$ cat src/hdl/ss_router_cfg.svh
// Width and address window macros for the subsystem request router
`ifndef SS_ROUTER_CFG_SVH
`define SS_ROUTER_CFG_SVH

// --------------------------------------------------
// Field widths
// --------------------------------------------------
// Tag as issued by each source
`define SS_TAG_W 4
`define SS_ADDR_W 32
`define SS_DATA_W 32
// Source index carried above the tag
`define SS_SRC_ID_W 2

// --------------------------------------------------
// Target address windows
// --------------------------------------------------
// CLINT, 4 MiB window
`define SS_CLINT_BASE 32'h0200_0000
`define SS_CLINT_MASK 32'h003f_ffff
// PLIC, 16 MiB window
`define SS_PLIC_BASE 32'h0c00_0000
`define SS_PLIC_MASK 32'h00ff_ffff

`endif

$ cat src/hdl/ss_router_pkg.sv
// Command, destination, source, tag and round-robin arbiter types and helpers
`include "ss_router_cfg.svh"

package ss_router_pkg;

  typedef enum logic {CMD_RD = 1'b0, CMD_WR = 1'b1} l2_cmd_t;

  // Target order, also the index order of the target vectors
  typedef enum logic [1:0] {DEST_CLINT = 2'd0, DEST_PLIC = 2'd1, DEST_L2 = 2'd2} dest_t;

  typedef enum logic [`SS_SRC_ID_W-1:0] {SRC_IC = 2'd0, SRC_DC = 2'd1, SRC_PTW = 2'd2} src_t;

  typedef logic [`SS_TAG_W-1:0]  tag_t;
  typedef logic [`SS_ADDR_W-1:0] addr_t;
  typedef logic [`SS_DATA_W-1:0] data_t;

  // Source index on top, source tag below
  typedef struct packed {
    src_t src;
    tag_t tag;
  } ext_tag_t;

  // --------------------------------------------------
  // Round-robin arbiter over three requesters
  // --------------------------------------------------
  typedef logic [2:0] grant_t;
  typedef logic [`SS_SRC_ID_W-1:0] arb_ptr_t;

  // One-hot pick, search starts at ptr
  function automatic grant_t rr_pick(grant_t req, arb_ptr_t ptr);
    grant_t gnt;
    int unsigned idx;
    gnt = '0;
    for (int unsigned k = 0; k < 3; k++) begin
      idx = (ptr + k) % 3;
      if (gnt == '0 && req[idx]) begin
        gnt[idx] = 1'b1;
      end
    end
    return gnt;
  endfunction

  // Index of a one-hot grant, 0 when empty
  function automatic arb_ptr_t gnt_idx(grant_t gnt);
    arb_ptr_t idx;
    idx = '0;
    if (gnt[1]) begin
      idx = 2'd1;
    end
    if (gnt[2]) begin
      idx = 2'd2;
    end
    return idx;
  endfunction

  // Winner k hands top priority to k+1 mod 3
  function automatic arb_ptr_t rr_next(grant_t gnt);
    arb_ptr_t nxt;
    nxt = 2'd0;
    if (gnt[0]) begin
      nxt = 2'd1;
    end
    if (gnt[1]) begin
      nxt = 2'd2;
    end
    return nxt;
  endfunction

endpackage

$ cat src/hdl/addr_decoder.sv
// Address window decode and one-entry register slice toward the three targets
`include "ss_router_cfg.svh"

module addr_decoder (
  input  logic                     i_clk,
  input  logic                     rst_n,
  // Selected request from the arbiter
  input  logic                     sel_valid,
  output logic                     sel_ready,
  input  ss_router_pkg::l2_cmd_t   sel_cmd,
  input  ss_router_pkg::ext_tag_t  sel_tag,
  input  ss_router_pkg::addr_t     sel_addr,
  input  ss_router_pkg::data_t     sel_data,
  // Target requests in dest_t index order
  output logic [2:0]               tgt_valid,
  input  logic [2:0]               tgt_ready,
  output ss_router_pkg::l2_cmd_t   tgt_cmd,
  output ss_router_pkg::ext_tag_t  tgt_tag,
  output ss_router_pkg::addr_t     tgt_addr,
  output ss_router_pkg::data_t     tgt_data
);

  ss_router_pkg::dest_t dest_d;
  ss_router_pkg::dest_t dest_q;
  logic                 full_q;
  logic                 drain;
  logic                 accept;

  // --------------------------------------------------
  // Window decode
  // --------------------------------------------------
  always_comb begin
    dest_d = ss_router_pkg::DEST_L2;
    if ((sel_addr & ~`SS_CLINT_MASK) == `SS_CLINT_BASE) begin
      dest_d = ss_router_pkg::DEST_CLINT;
    end else if ((sel_addr & ~`SS_PLIC_MASK) == `SS_PLIC_BASE) begin
      dest_d = ss_router_pkg::DEST_PLIC;
    end
  end

  // --------------------------------------------------
  // Register slice
  // --------------------------------------------------
  // Refill allowed in the cycle the held entry leaves
  assign drain     = full_q & tgt_ready[dest_q];
  assign sel_ready = ~full_q | drain;
  assign accept    = sel_valid & sel_ready;

  always_ff @(posedge i_clk) begin
    if (!rst_n) begin
      full_q <= 1'b0;
    end else if (accept) begin
      full_q <= 1'b1;
    end else if (drain) begin
      full_q <= 1'b0;
    end
  end

  always_ff @(posedge i_clk) begin
    if (accept) begin
      dest_q   <= dest_d;
      tgt_cmd  <= sel_cmd;
      tgt_tag  <= sel_tag;
      tgt_addr <= sel_addr;
      tgt_data <= sel_data;
    end
  end

  // Only the decoded target sees valid
  always_comb begin
    tgt_valid         = '0;
    tgt_valid[dest_q] = full_q;
  end

  a_tgt_valid_onehot : assert property (
    @(posedge i_clk) disable iff (!rst_n)
    $onehot0(tgt_valid)
  );

endmodule

$ cat src/hdl/req_arbiter.sv
// Round-robin request arbiter with grant lock and source index tag extension
module req_arbiter (
  input  logic                   i_clk,
  input  logic                   rst_n,
  // Source request groups in src_t index order
  input  logic [2:0]             src_valid,
  output logic [2:0]             src_ready,
  input  ss_router_pkg::l2_cmd_t src_cmd  [3],
  input  ss_router_pkg::tag_t    src_tag  [3],
  input  ss_router_pkg::addr_t   src_addr [3],
  input  ss_router_pkg::data_t   src_data [3],
  // Selected request toward the decoder
  output logic                     sel_valid,
  input  logic                     sel_ready,
  output ss_router_pkg::l2_cmd_t   sel_cmd,
  output ss_router_pkg::ext_tag_t  sel_tag,
  output ss_router_pkg::addr_t     sel_addr,
  output ss_router_pkg::data_t     sel_data
);

  ss_router_pkg::arb_ptr_t rr_ptr;
  ss_router_pkg::grant_t   grant;
  ss_router_pkg::grant_t   lock_gnt;
  ss_router_pkg::arb_ptr_t win;
  logic                    locked;
  logic                    sel_fire;

  // --------------------------------------------------
  // Grant selection
  // --------------------------------------------------
  // A stalled grant is held until its transfer
  assign grant = locked ? lock_gnt : ss_router_pkg::rr_pick(src_valid, rr_ptr);
  assign win   = ss_router_pkg::gnt_idx(grant);

  assign sel_valid = |(grant & src_valid);
  assign sel_fire  = sel_valid & sel_ready;
  // Idle sources see the slice state, waiting ones only their grant
  assign src_ready = {3{sel_ready}} & (grant | ~src_valid);

  always_ff @(posedge i_clk) begin
    if (!rst_n) begin
      rr_ptr   <= '0;
      locked   <= 1'b0;
      lock_gnt <= '0;
    end else if (sel_fire) begin
      rr_ptr <= ss_router_pkg::rr_next(grant);
      locked <= 1'b0;
    end else if (sel_valid) begin
      locked   <= 1'b1;
      lock_gnt <= grant;
    end
  end

  // --------------------------------------------------
  // Payload mux and tag extension
  // --------------------------------------------------
  always_comb begin
    sel_cmd     = src_cmd[win];
    sel_addr    = src_addr[win];
    sel_data    = src_data[win];
    // Response path uses this prefix to find its way back
    sel_tag.src = ss_router_pkg::src_t'(win);
    sel_tag.tag = src_tag[win];
  end

  // Grant never names more than one source
  a_grant_onehot : assert property (
    @(posedge i_clk) disable iff (!rst_n)
    $onehot0(grant)
  );

  // Stalled grant stays on the same source until it transfers
  a_grant_locked : assert property (
    @(posedge i_clk) disable iff (!rst_n)
    (sel_valid && !sel_ready) |=> (grant == $past(grant))
  );

endmodule

$ cat src/hdl/resp_router.sv
// Round-robin response arbiter with tag-based return routing and tag stripping
module resp_router (
  input  logic                     i_clk,
  input  logic                     rst_n,
  // Target responses in dest_t index order
  input  logic [2:0]               tgt_rvalid,
  output logic [2:0]               tgt_rready,
  input  ss_router_pkg::ext_tag_t  tgt_rtag  [3],
  input  ss_router_pkg::data_t     tgt_rdata [3],
  // Source responses in src_t index order
  output logic [2:0]               src_rvalid,
  input  logic [2:0]               src_rready,
  output ss_router_pkg::tag_t      src_rtag  [3],
  output ss_router_pkg::data_t     src_rdata [3]
);

  ss_router_pkg::arb_ptr_t rr_ptr;
  ss_router_pkg::grant_t   grant;
  ss_router_pkg::grant_t   lock_gnt;
  ss_router_pkg::arb_ptr_t win;
  ss_router_pkg::ext_tag_t win_tag;
  logic [1:0]              dst;
  logic                    locked;
  logic                    win_valid;
  logic                    dst_ready;
  logic                    resp_fire;

  // --------------------------------------------------
  // Target arbitration
  // --------------------------------------------------
  assign grant     = locked ? lock_gnt : ss_router_pkg::rr_pick(tgt_rvalid, rr_ptr);
  assign win       = ss_router_pkg::gnt_idx(grant);
  assign win_tag   = tgt_rtag[win];
  assign win_valid = |(grant & tgt_rvalid);
  assign dst       = win_tag.src;

  // Prefix 3 names no source and never gets a ready
  always_comb begin
    dst_ready = 1'b0;
    if (dst < 2'd3) begin
      dst_ready = src_rready[dst];
    end
  end

  assign tgt_rready = grant & {3{dst_ready}};
  assign resp_fire  = win_valid & dst_ready;

  always_ff @(posedge i_clk) begin
    if (!rst_n) begin
      rr_ptr   <= '0;
      locked   <= 1'b0;
      lock_gnt <= '0;
    end else if (resp_fire) begin
      rr_ptr <= ss_router_pkg::rr_next(grant);
      locked <= 1'b0;
    end else if (win_valid) begin
      locked   <= 1'b1;
      lock_gnt <= grant;
    end
  end

  // --------------------------------------------------
  // Return routing
  // --------------------------------------------------
  // Prefix stripped here so sources see only their own tag
  always_comb begin
    for (int s = 0; s < 3; s++) begin
      src_rvalid[s] = win_valid && (dst == 2'(s));
      src_rtag[s]   = win_tag.tag;
      src_rdata[s]  = tgt_rdata[win];
    end
  end

  a_rtag_src_valid : assert property (
    @(posedge i_clk) disable iff (!rst_n)
    win_valid |-> (dst != 2'd3)
  );

endmodule

$ cat src/hdl/ss_router.sv
// Subsystem request router top connecting arbiter, decoder and response router
module ss_router (
  input  logic                     i_clk,
  input  logic                     rst_n,
  // --------------------------------------------------
  // Source side: icache, dcache, page-table walker
  // --------------------------------------------------
  input  logic                     ic_valid, dc_valid, ptw_valid,
  output logic                     ic_ready, dc_ready, ptw_ready,
  input  ss_router_pkg::l2_cmd_t   ic_cmd, dc_cmd, ptw_cmd,
  input  ss_router_pkg::tag_t      ic_tag, dc_tag, ptw_tag,
  input  ss_router_pkg::addr_t     ic_addr, dc_addr, ptw_addr,
  input  ss_router_pkg::data_t     ic_data, dc_data, ptw_data,
  output logic                     ic_rvalid, dc_rvalid, ptw_rvalid,
  input  logic                     ic_rready, dc_rready, ptw_rready,
  output ss_router_pkg::tag_t      ic_rtag, dc_rtag, ptw_rtag,
  output ss_router_pkg::data_t     ic_rdata, dc_rdata, ptw_rdata,
  // --------------------------------------------------
  // Target side: CLINT, PLIC, L2
  // --------------------------------------------------
  output logic                     clint_valid, plic_valid, l2_valid,
  input  logic                     clint_ready, plic_ready, l2_ready,
  output ss_router_pkg::l2_cmd_t   clint_cmd, plic_cmd, l2_cmd,
  output ss_router_pkg::ext_tag_t  clint_tag, plic_tag, l2_tag,
  output ss_router_pkg::addr_t     clint_addr, plic_addr, l2_addr,
  output ss_router_pkg::data_t     clint_data, plic_data, l2_data,
  input  logic                     clint_rvalid, plic_rvalid, l2_rvalid,
  output logic                     clint_rready, plic_rready, l2_rready,
  input  ss_router_pkg::ext_tag_t  clint_rtag, plic_rtag, l2_rtag,
  input  ss_router_pkg::data_t     clint_rdata, plic_rdata, l2_rdata
);

  // Arbiter to decoder link
  logic                    sel_valid;
  logic                    sel_ready;
  ss_router_pkg::l2_cmd_t  sel_cmd;
  ss_router_pkg::ext_tag_t sel_tag;
  ss_router_pkg::addr_t    sel_addr;
  ss_router_pkg::data_t    sel_data;

  // Shared target payload
  ss_router_pkg::l2_cmd_t  tgt_cmd;
  ss_router_pkg::ext_tag_t tgt_tag;
  ss_router_pkg::addr_t    tgt_addr;
  ss_router_pkg::data_t    tgt_data;

  // Returned responses per source
  ss_router_pkg::tag_t     src_rtag  [3];
  ss_router_pkg::data_t    src_rdata [3];

  req_arbiter u_req_arbiter (
    .i_clk     (i_clk),
    .rst_n     (rst_n),
    .src_valid ({ptw_valid, dc_valid, ic_valid}),
    .src_ready ({ptw_ready, dc_ready, ic_ready}),
    .src_cmd   ('{ic_cmd, dc_cmd, ptw_cmd}),
    .src_tag   ('{ic_tag, dc_tag, ptw_tag}),
    .src_addr  ('{ic_addr, dc_addr, ptw_addr}),
    .src_data  ('{ic_data, dc_data, ptw_data}),
    .sel_valid (sel_valid),
    .sel_ready (sel_ready),
    .sel_cmd   (sel_cmd),
    .sel_tag   (sel_tag),
    .sel_addr  (sel_addr),
    .sel_data  (sel_data)
  );

  addr_decoder u_addr_decoder (
    .i_clk     (i_clk),
    .rst_n     (rst_n),
    .sel_valid (sel_valid),
    .sel_ready (sel_ready),
    .sel_cmd   (sel_cmd),
    .sel_tag   (sel_tag),
    .sel_addr  (sel_addr),
    .sel_data  (sel_data),
    .tgt_valid ({l2_valid, plic_valid, clint_valid}),
    .tgt_ready ({l2_ready, plic_ready, clint_ready}),
    .tgt_cmd   (tgt_cmd),
    .tgt_tag   (tgt_tag),
    .tgt_addr  (tgt_addr),
    .tgt_data  (tgt_data)
  );

  assign clint_cmd  = tgt_cmd;
  assign plic_cmd   = tgt_cmd;
  assign l2_cmd     = tgt_cmd;
  assign clint_tag  = tgt_tag;
  assign plic_tag   = tgt_tag;
  assign l2_tag     = tgt_tag;
  assign clint_addr = tgt_addr;
  assign plic_addr  = tgt_addr;
  assign l2_addr    = tgt_addr;
  assign clint_data = tgt_data;
  assign plic_data  = tgt_data;
  assign l2_data    = tgt_data;

  resp_router u_resp_router (
    .i_clk      (i_clk),
    .rst_n      (rst_n),
    .tgt_rvalid ({l2_rvalid, plic_rvalid, clint_rvalid}),
    .tgt_rready ({l2_rready, plic_rready, clint_rready}),
    .tgt_rtag   ('{clint_rtag, plic_rtag, l2_rtag}),
    .tgt_rdata  ('{clint_rdata, plic_rdata, l2_rdata}),
    .src_rvalid ({ptw_rvalid, dc_rvalid, ic_rvalid}),
    .src_rready ({ptw_rready, dc_rready, ic_rready}),
    .src_rtag   (src_rtag),
    .src_rdata  (src_rdata)
  );

  assign ic_rtag   = src_rtag[0];
  assign dc_rtag   = src_rtag[1];
  assign ptw_rtag  = src_rtag[2];
  assign ic_rdata  = src_rdata[0];
  assign dc_rdata  = src_rdata[1];
  assign ptw_rdata = src_rdata[2];

endmodule

$ cat config.mk
export PLATFORM = sky130hd
export DESIGN_NAME = ss_router
export DESIGN_NICKNAME = d
export VERILOG_FILES = /design/src/hdl/ss_router_pkg.sv /design/src/hdl/addr_decoder.sv /design/src/hdl/req_arbiter.sv /design/src/hdl/resp_router.sv /design/src/hdl/ss_router.sv
export VERILOG_INCLUDE_DIRS = /design/src /design/src/hdl
export SDC_FILE = /design/constraint.sdc
export NUM_CORES = 1
export LEC_CHECK = 0
export ABC_AREA = 1
export ABC_CLOCK_PERIOD_IN_PS = 9600
export BUFFER_PORTS_ARGS = -buffer_cell sky130_fd_sc_hd__buf_2
export CORE_AREA = 3 3 258 260
export DETAILED_ROUTE_END_ITERATION = 8
export DIE_AREA = 0 0 261 263
export GPL_TIMING_DRIVEN = 0
export PLACE_DENSITY = 0.32
export RECOVER_POWER = 50
export SLEW_MARGIN = 30
export SYNTH_ARGS = -nofsm -noshare
export SYNTH_HDL_FRONTEND = slang
export SYNTH_SLANG_ARGS = --single-unit
$ cat constraint.sdc
create_clock -name i_clk -period 9.6 [get_ports i_clk]
set_input_delay 1.44 -clock i_clk [delete_from_list [all_inputs] [get_ports i_clk]]
set_output_delay 1.44 -clock i_clk [all_outputs]
set_load 0.01 [all_outputs]
==> metrics.cfg, run 1 <==
[yosys]
seq_area_frac_synth_pct=33.29
synth_fp_nets=1337
syn_avg_cell_area_um2=7.410
synthCells=994
ys_types=36
synth_area_um2=7366
synth-seq-cells=86
yosysWarningCount=0

[setup_path]
cpMaxStageDelayCell=clkbuf_1
crit_arrival_ns=5.04
setup.worst_path.end_class=output port
crit_required_ns=8.16
critical_path.cell_chain=clkbuf_1 > inv_1 > o21ai_0 > nand2_1 > nor2_1 > inv_1 > o21ai_0 > nor2_4 > nand2_1 > o21ai_0 > nand2_1 > clkbuf_1 > clkbuf_1 > buf_2 > a21oi_1 > buf_2
rr_worst_depth=16
r2r-start=u_req_arbiter.rr_ptr[0]$_SDFFE_PN0P_
critPathMaxStageDelay_ns=0.72
startpoint_type=input pin
rr_endpoint=u_addr_decoder.tgt_addr[10]$_DFFE_PP_
critical_path_class=input pin to output port
r2r_slack_ns=5.07
worst-path-max-fanout=10

[grt]
grt_pass1_vias=9091
globalRouteTotalUtil_pct=12.72
antenna_found_initial=26
grt_pass1_wl_mm=62.60
grt_max_degree=58
grt_remaining_overflow=0

[layout]
mostFrequentLayoutCells=buf_2, nand2_1, clkbuf_4, nor2_1, clkbuf_1
layout.nets=2015
syn2layout_area_growth_pct=61.54
final_common_cell=buf_2
n_fill_cell=7498
drive_gt1_share_pct=51.40
fin_area_um2=11900

[floorplanning]
fp.dieH_um=263
core_area_um2=64350
ios=668
num_rows=93
dieArea_um2=68640
die_x_um=261
start_util_pct=11.45

[power]
power_density_nw_per_um2=534.6
leakage_nw=5.906
ir_drop_mv=0.2708

[placement]
place_worst_setup_slack_ns=3.772
place_congestion=0.8947
dp_hpwl_mm=40.18
numPortBuffers=666
dpl_cell_area_um2=11810

[drt]
antenna_left=0
drc=0
wl_per_cell_um=18.29
drtIter0Drc=314
via_count=9085
viasPerCell=3.581
dr.pass1.iters=6
wl_mm=46.41

[worst_hold_path]
hold_path_class=flop to flop
holdPathStages=2
hold_end=u_req_arbiter.lock_gnt[2]$_SDFFE_PN0P_
hp-start=u_req_arbiter.lock_gnt[2]$_SDFFE_PN0P_

[sta]
setup_viol=0
slew_violations=0
tightest_slew_ns=0.9037
setup-tns-final_ns=0
fmax_mhz=154.4
rsz0062_at_grt=no
post-route-min-period_ns=6.475
clock-skew-final_ns=0.01317
finalCritPeriodShare_pct=67.45
slew-limit-headroom_pct=39.75
hold_viol=0
setup_slack_ns=3.125

[run_status]
status=completed

[cts]
htreeDepth=3
cts_max_path_buffers=2
ctsHoldBuffers=0
post_cts_buffers=0
clkLatencyLatePin_ns=0.39
cts.repair.resized=0
cts_tree=built
path_clk_slew_ns=0.07
cts-root-buf=clkbuf_16
cts_made_buffers=9
cts.sinks=86

[run]
cap_violations=0

cell families after synthesis:
| kind of cell | count (synthesis) | synth area share, % |
|---|---|---|
| adders and majority gates | 8 | 1.359 |
| DFF | 86 | 33.29 |
| buffers and inverters | 316 | 27.99 |
| and+or+nand+nor | 400 | 23.34 |
| AOI/OAI and AO/OA | 184 | 14.01 |
worst max-delay path: cells and delay by family:
family,cells,cell delay (ns)
buf+inv,7,2.27
compound gates,4,0.69
simple gates,5,0.60
stage by stage:
step / cells / util [%] / hold WS, ns / total power (W)
3_3_place_gp: 2515 / 18.29 / 0.4639 / 0.006310
3_5_place_dp: 2516 / 18.35 / 0.4718 / 0.006279
2_1_floorplan: 994 / - / 0.4352 / 0.004092
4_1_cts: 2532 / 18.82 / 0.4842 / 0.006709
5_1_grt: 2535 / 18.48 / 0.5097 / 0.006929
6_report: 2537 / 18.49 / 0.4791 / 0.006361
routing by layer:
metal | global-route usage [%] | wire length [um] | part of all wire (%) | vias up
li1 | - | - | - | 4430
met1 | 12.10 | 15800 | 34 | 4085
met2 | 25.52 | 25060 | 54 | 470
met3 | 3.742 | 3954 | 8.5 | 80
met4 | 4.120 | 1467 | 3.2 | 20
met5 | 0 | 127 | 0.27 | -
synthesized netlist by cell type:
| library cell | instances | area [um2] |
|---|---|---|
| nand2_1 | 206 | 773.2 |
| a311oi_1 | 1 | 8.760 |
| clkbuf_1 | 12 | 45.04 |
| nand2_2 | 8 | 50.05 |
| clkbuf_2 | 3 | 15.01 |
| nand3_1 | 42 | 210.2 |
| nand2_4 | 2 | 22.52 |
| nor2_2 | 2 | 12.51 |
| nor2_4 | 4 | 45.04 |
| inv_1 | 50 | 187.7 |
| nand3b_1 | 2 | 15.01 |
| edfxtp_1 | 73 | 2192 |
| o21ai_1 | 39 | 195.2 |
| nor3b_1 | 1 | 7.510 |
| or2_2 | 2 | 12.51 |
| nand3_4 | 1 | 17.52 |
| nand4_1 | 3 | 18.77 |
| nor3_1 | 3 | 15.01 |
| o21ai_2 | 3 | 26.28 |
| nor2_1 | 117 | 439.2 |
| ha_1 | 8 | 100.1 |
| buf_2 | 22 | 110.1 |
| dfxtp_1 | 13 | 260.3 |
| a21oi_1 | 9 | 45.04 |
| o211ai_1 | 1 | 7.510 |
| buf_4 | 217 | 1629 |
| o211ai_4 | 1 | 21.27 |
| o21ai_0 | 70 | 350.3 |
| buf_1 | 2 | 7.510 |
| nand3_2 | 6 | 60.06 |
| nand2_8 | 1 | 20.02 |
| inv_2 | 6 | 22.52 |
| o22ai_1 | 12 | 75.07 |
| a31oi_1 | 47 | 294.0 |
| a21oi_2 | 1 | 8.760 |
| buf_6 | 4 | 45.04 |
power breakdown:
group,switching (W),internal (W)
registers,0.000190,0.000776
clock network,0.000185,0.000206
logic,0.00293,0.00207
registers in the layout, summed over array words and instances (netlist names), 2 cells and up:
signal / count
u_addr_decoder.dest_q: 2
u_addr_decoder.tgt_addr: 32
u_addr_decoder.tgt_data: 32
u_addr_decoder.tgt_tag: 6
u_req_arbiter.lock_gnt: 3
u_req_arbiter.rr_ptr: 2
u_resp_router.lock_gnt: 3
u_resp_router.rr_ptr: 2
area by class of cell:
cell class	instances	area [um2]	area share (%)
multi-input cells	592	2776	23.33
clock inverters	7	80.08	0.6730
plain buffers	260	1805	15.17
well taps	855	1070	8.991
clock buffers	9	225.2	1.893
diodes	5	12.51	0.1052
repair buffers	667	3262	27.41
flip-flops and latches	86	2452	20.61
inverters	56	215.2	1.809
worst max-delay path by stage:
stage / from / to / slack, ns / cells after the start
4_1_cts: l2_rvalid / ptw_rtag[2] / 3.75 / 16
6_report: ptw_valid / ptw_ready / 3.12 / 16
5_1_grt: ptw_valid / ptw_ready / 2.66 / 16
2_1_floorplan: l2_rvalid / ic_rdata[26] / 4.82 / 15
3_3_place_gp: dc_valid / u_addr_decoder.tgt_addr[8]$_DFFE_PP_ / 3.21 / 17
3_5_place_dp: l2_rvalid / ptw_rtag[2] / 3.77 / 16
Note: power is estimated with default switching activity, not from simulation.
==> run 2, diff against run 1 <==
- ABC_CLOCK_PERIOD_IN_PS: 9600 -> 5500
- CORE_AREA: 3 3 258 260 -> 3 3 259 261
- DIE_AREA: 0 0 261 263 -> 0 0 262 264
- PLACE_DENSITY: 0.32 -> 0.33
- clock period: 9.6 -> 5.5 ns (I/O delays scaled with it)
==> metrics.cfg, run 2 (same netlist as run 1, synthesis figures left out) <==
[setup_path]
setup.worst_path.end_class=output port  ; unchanged
critical_path.cell_chain=inv_1 > ha_1 > inv_1 > o21ai_0 > o21ai_0 > nand3_1 > nor2_4 > nand3_1 > nand2_2 > nand2_1 > inv_1 > clkbuf_1 > o21ai_0 > o21ai_0 > buf_4 > buf_2  ; was clkbuf_1 > inv_1 > o21ai_0 > nand2_1 > nor2_1 > inv_1 > o21ai_0 > nor2_4 > nand2_1 > o21ai_0 > nand2_1 > clkbuf_1 > clkbuf_1 > buf_2 > a21oi_1 > buf_2
cpMostUsedCell=o21ai_0
critPathMaxStageDelay_ns=0.60  ; was 0.72 ns
crit_required_ns=4.68  ; was 8.16 ns
critical_path_class=flop to output port  ; was input pin to output port
worst-path-max-fanout=10  ; unchanged
cpMaxStageDelayCell=o21ai_0  ; was clkbuf_1
r2r_slack_ns=1.35  ; was 5.07 ns
crit_arrival_ns=3.94  ; was 5.04 ns
startpoint_type=flop  ; was input pin

[power]
ir_drop_mv=0.5147  ; was 0.2708 mV
leakage_nw=5.921  ; was 5.906 nW
totalPowerFinal_w=0.01110  ; was 0.006361 W
power_density_nw_per_um2=931.9  ; was 534.6 nW/um2

[placement]
place_congestion=0.9059  ; was 0.8947
post-place-cells=2516  ; unchanged
dp_hpwl_mm=40.93  ; was 40.18 mm
numPortBuffers=666  ; unchanged

[layout]
reg_top3=u_addr_decoder.tgt_addr x32, u_addr_decoder.tgt_data x32, u_addr_decoder.tgt_tag x6  ; unchanged
drive_gt1_share_pct=51.88  ; was 51.40%
layout.nets=2015  ; unchanged
final_common_cell=buf_2  ; unchanged
mostFrequentLayoutCells=buf_2, nand2_1, clkbuf_4, nor2_1, clkbuf_1  ; unchanged
syn2layout_area_growth_pct=61.64  ; was 61.54%
fin_cells=2540  ; was 2537

[run]
cap_violations=0  ; unchanged

[cts]
cts-root-buf=clkbuf_16  ; unchanged
clkLatencyLatePin_ns=0.37  ; was 0.39 ns
post_cts_buffers=0  ; unchanged
htreeDepth=3  ; unchanged
cts_made_buffers=9  ; unchanged
cts_max_path_buffers=2  ; unchanged
cts_tree=built  ; unchanged
cts.repair.resized=0  ; unchanged
ctsHoldBuffers=0  ; unchanged
cts.sinks=86  ; unchanged
path_clk_slew_ns=0.07  ; about the same

[floorplanning]
ios=668  ; unchanged
die_x_um=262  ; was 261 um
core_area_um2=64700  ; was 64350 um2
start_util_pct=11.39  ; was 11.45%
fp.dieH_um=264  ; was 263 um
dieArea_um2=69170  ; was 68640 um2
num_rows=93  ; unchanged

[grt]
globalRouteTotalUtil_pct=12.83  ; was 12.72%
grt_remaining_overflow=0  ; unchanged
grt_pass1_vias=9089  ; was 9091
grt_pass1_wl_mm=63.39  ; was 62.60 mm
grt_max_degree=52  ; was 58
antenna_found_initial=29  ; was 26

[sta]
setup_viol=0  ; unchanged
tightest_slew_ns=0.7159  ; was 0.9037 ns
post-route-min-period_ns=4.762
setup-tns-final_ns=0  ; unchanged
whs_ns=0.4627  ; was 0.4791 ns
fmax_mhz=210.0
slew_violations=0  ; unchanged
hold_viol=0  ; unchanged
clock-skew-final_ns=0.01252  ; was 0.01317 ns
finalCritPeriodShare_pct=86.58
rsz0062_at_grt=no  ; unchanged
slew-limit-headroom_pct=51.77  ; was 39.75%

[drt]
wl_mm=47.22  ; was 46.41 mm
drtIter0Drc=304  ; was 314
drc=0  ; unchanged
via_count=9145  ; was 9085
wl_per_cell_um=18.59  ; was 18.29 um
antenna_left=0  ; unchanged
viasPerCell=3.600  ; was 3.581
dr.pass1.iters=4  ; was 6

[run_status]
status=completed  ; unchanged

[worst_hold_path]
hold_path_class=flop to flop  ; unchanged

-- run 2: worst max-delay path, delay by kind of cell (launching register included) --
kind / cells / cell delay, ns
flip-flops: 1 / 0.40
AND/OR/NAND/NOR: 5 / 0.59
AO/OA/AOI/OAI: 4 / 1.02
buffers and inverters: 6 / 1.15
adder cells (fa/ha/maj): 1 / 0.40
-- run 2: stage by stage --
stage               utilization (%)  instance area [um2]  setup slack (ns)
floorplan                         -                 7366             1.545
global placement              18.19                11770           -0.2346
detailed placement            18.25                11810            0.9370
CTS                           18.67                12080            0.6183
global route                  18.39                11900            0.3170
finish                        18.40                11910            0.7381
-- run 2: final cells by class --
cell class                      count  area, um2
Tap cell                          855       1070
Multi-Input combinational cell    592       2781
Antenna cell                        8      20.02
Fill cell                        7547      52790
Clock inverter                      7      47.55
Buffer                            260       1832
Clock buffer                        9      225.2
Inverter                           56      215.2
Sequential cell                    86       2452
Timing Repair Buffer              667       3263
-- run 2: metal layers --
| layer | track usage, % | share of wire, % | vias to the layer above | wire length [um] |
|---|---|---|---|---|
| li1 | - | - | 4438 | - |
| met1 | 12.23 | 34 | 4125 | 16190 |
| met2 | 25.61 | 54 | 495 | 25420 |
| met3 | 3.394 | 8.1 | 75 | 3848 |
| met4 | 4.962 | 3.5 | 12 | 1675 |
| met5 | 0 | 0.17 | - | 81 |
-- run 2: worst paths after layout --
kind	startpoint	end	depth (start not counted)
setup / recovery	u_resp_router.rr_ptr[0]$_SDFFE_PN0P_	ptw_rtag[0]	16
hold / removal	u_req_arbiter.lock_gnt[2]$_SDFFE_PN0P_	u_req_arbiter.lock_gnt[2]$_SDFFE_PN0P_	2
setup reg to reg	u_req_arbiter.rr_ptr[0]$_SDFFE_PN0P_	u_addr_decoder.tgt_data[25]$_DFFE_PP_	19
hold reg to reg	u_req_arbiter.lock_gnt[2]$_SDFFE_PN0P_	u_req_arbiter.lock_gnt[2]$_SDFFE_PN0P_	2
-- run 2: report_power, final --
part	leakage, nW	internal [W]	total, W	switching (W)
logic	4.98	0.00363	0.00876	0.00513
clock network	0.136	0.000309	0.000622	0.000313
registers	0.802	0.00136	0.00171	0.000355
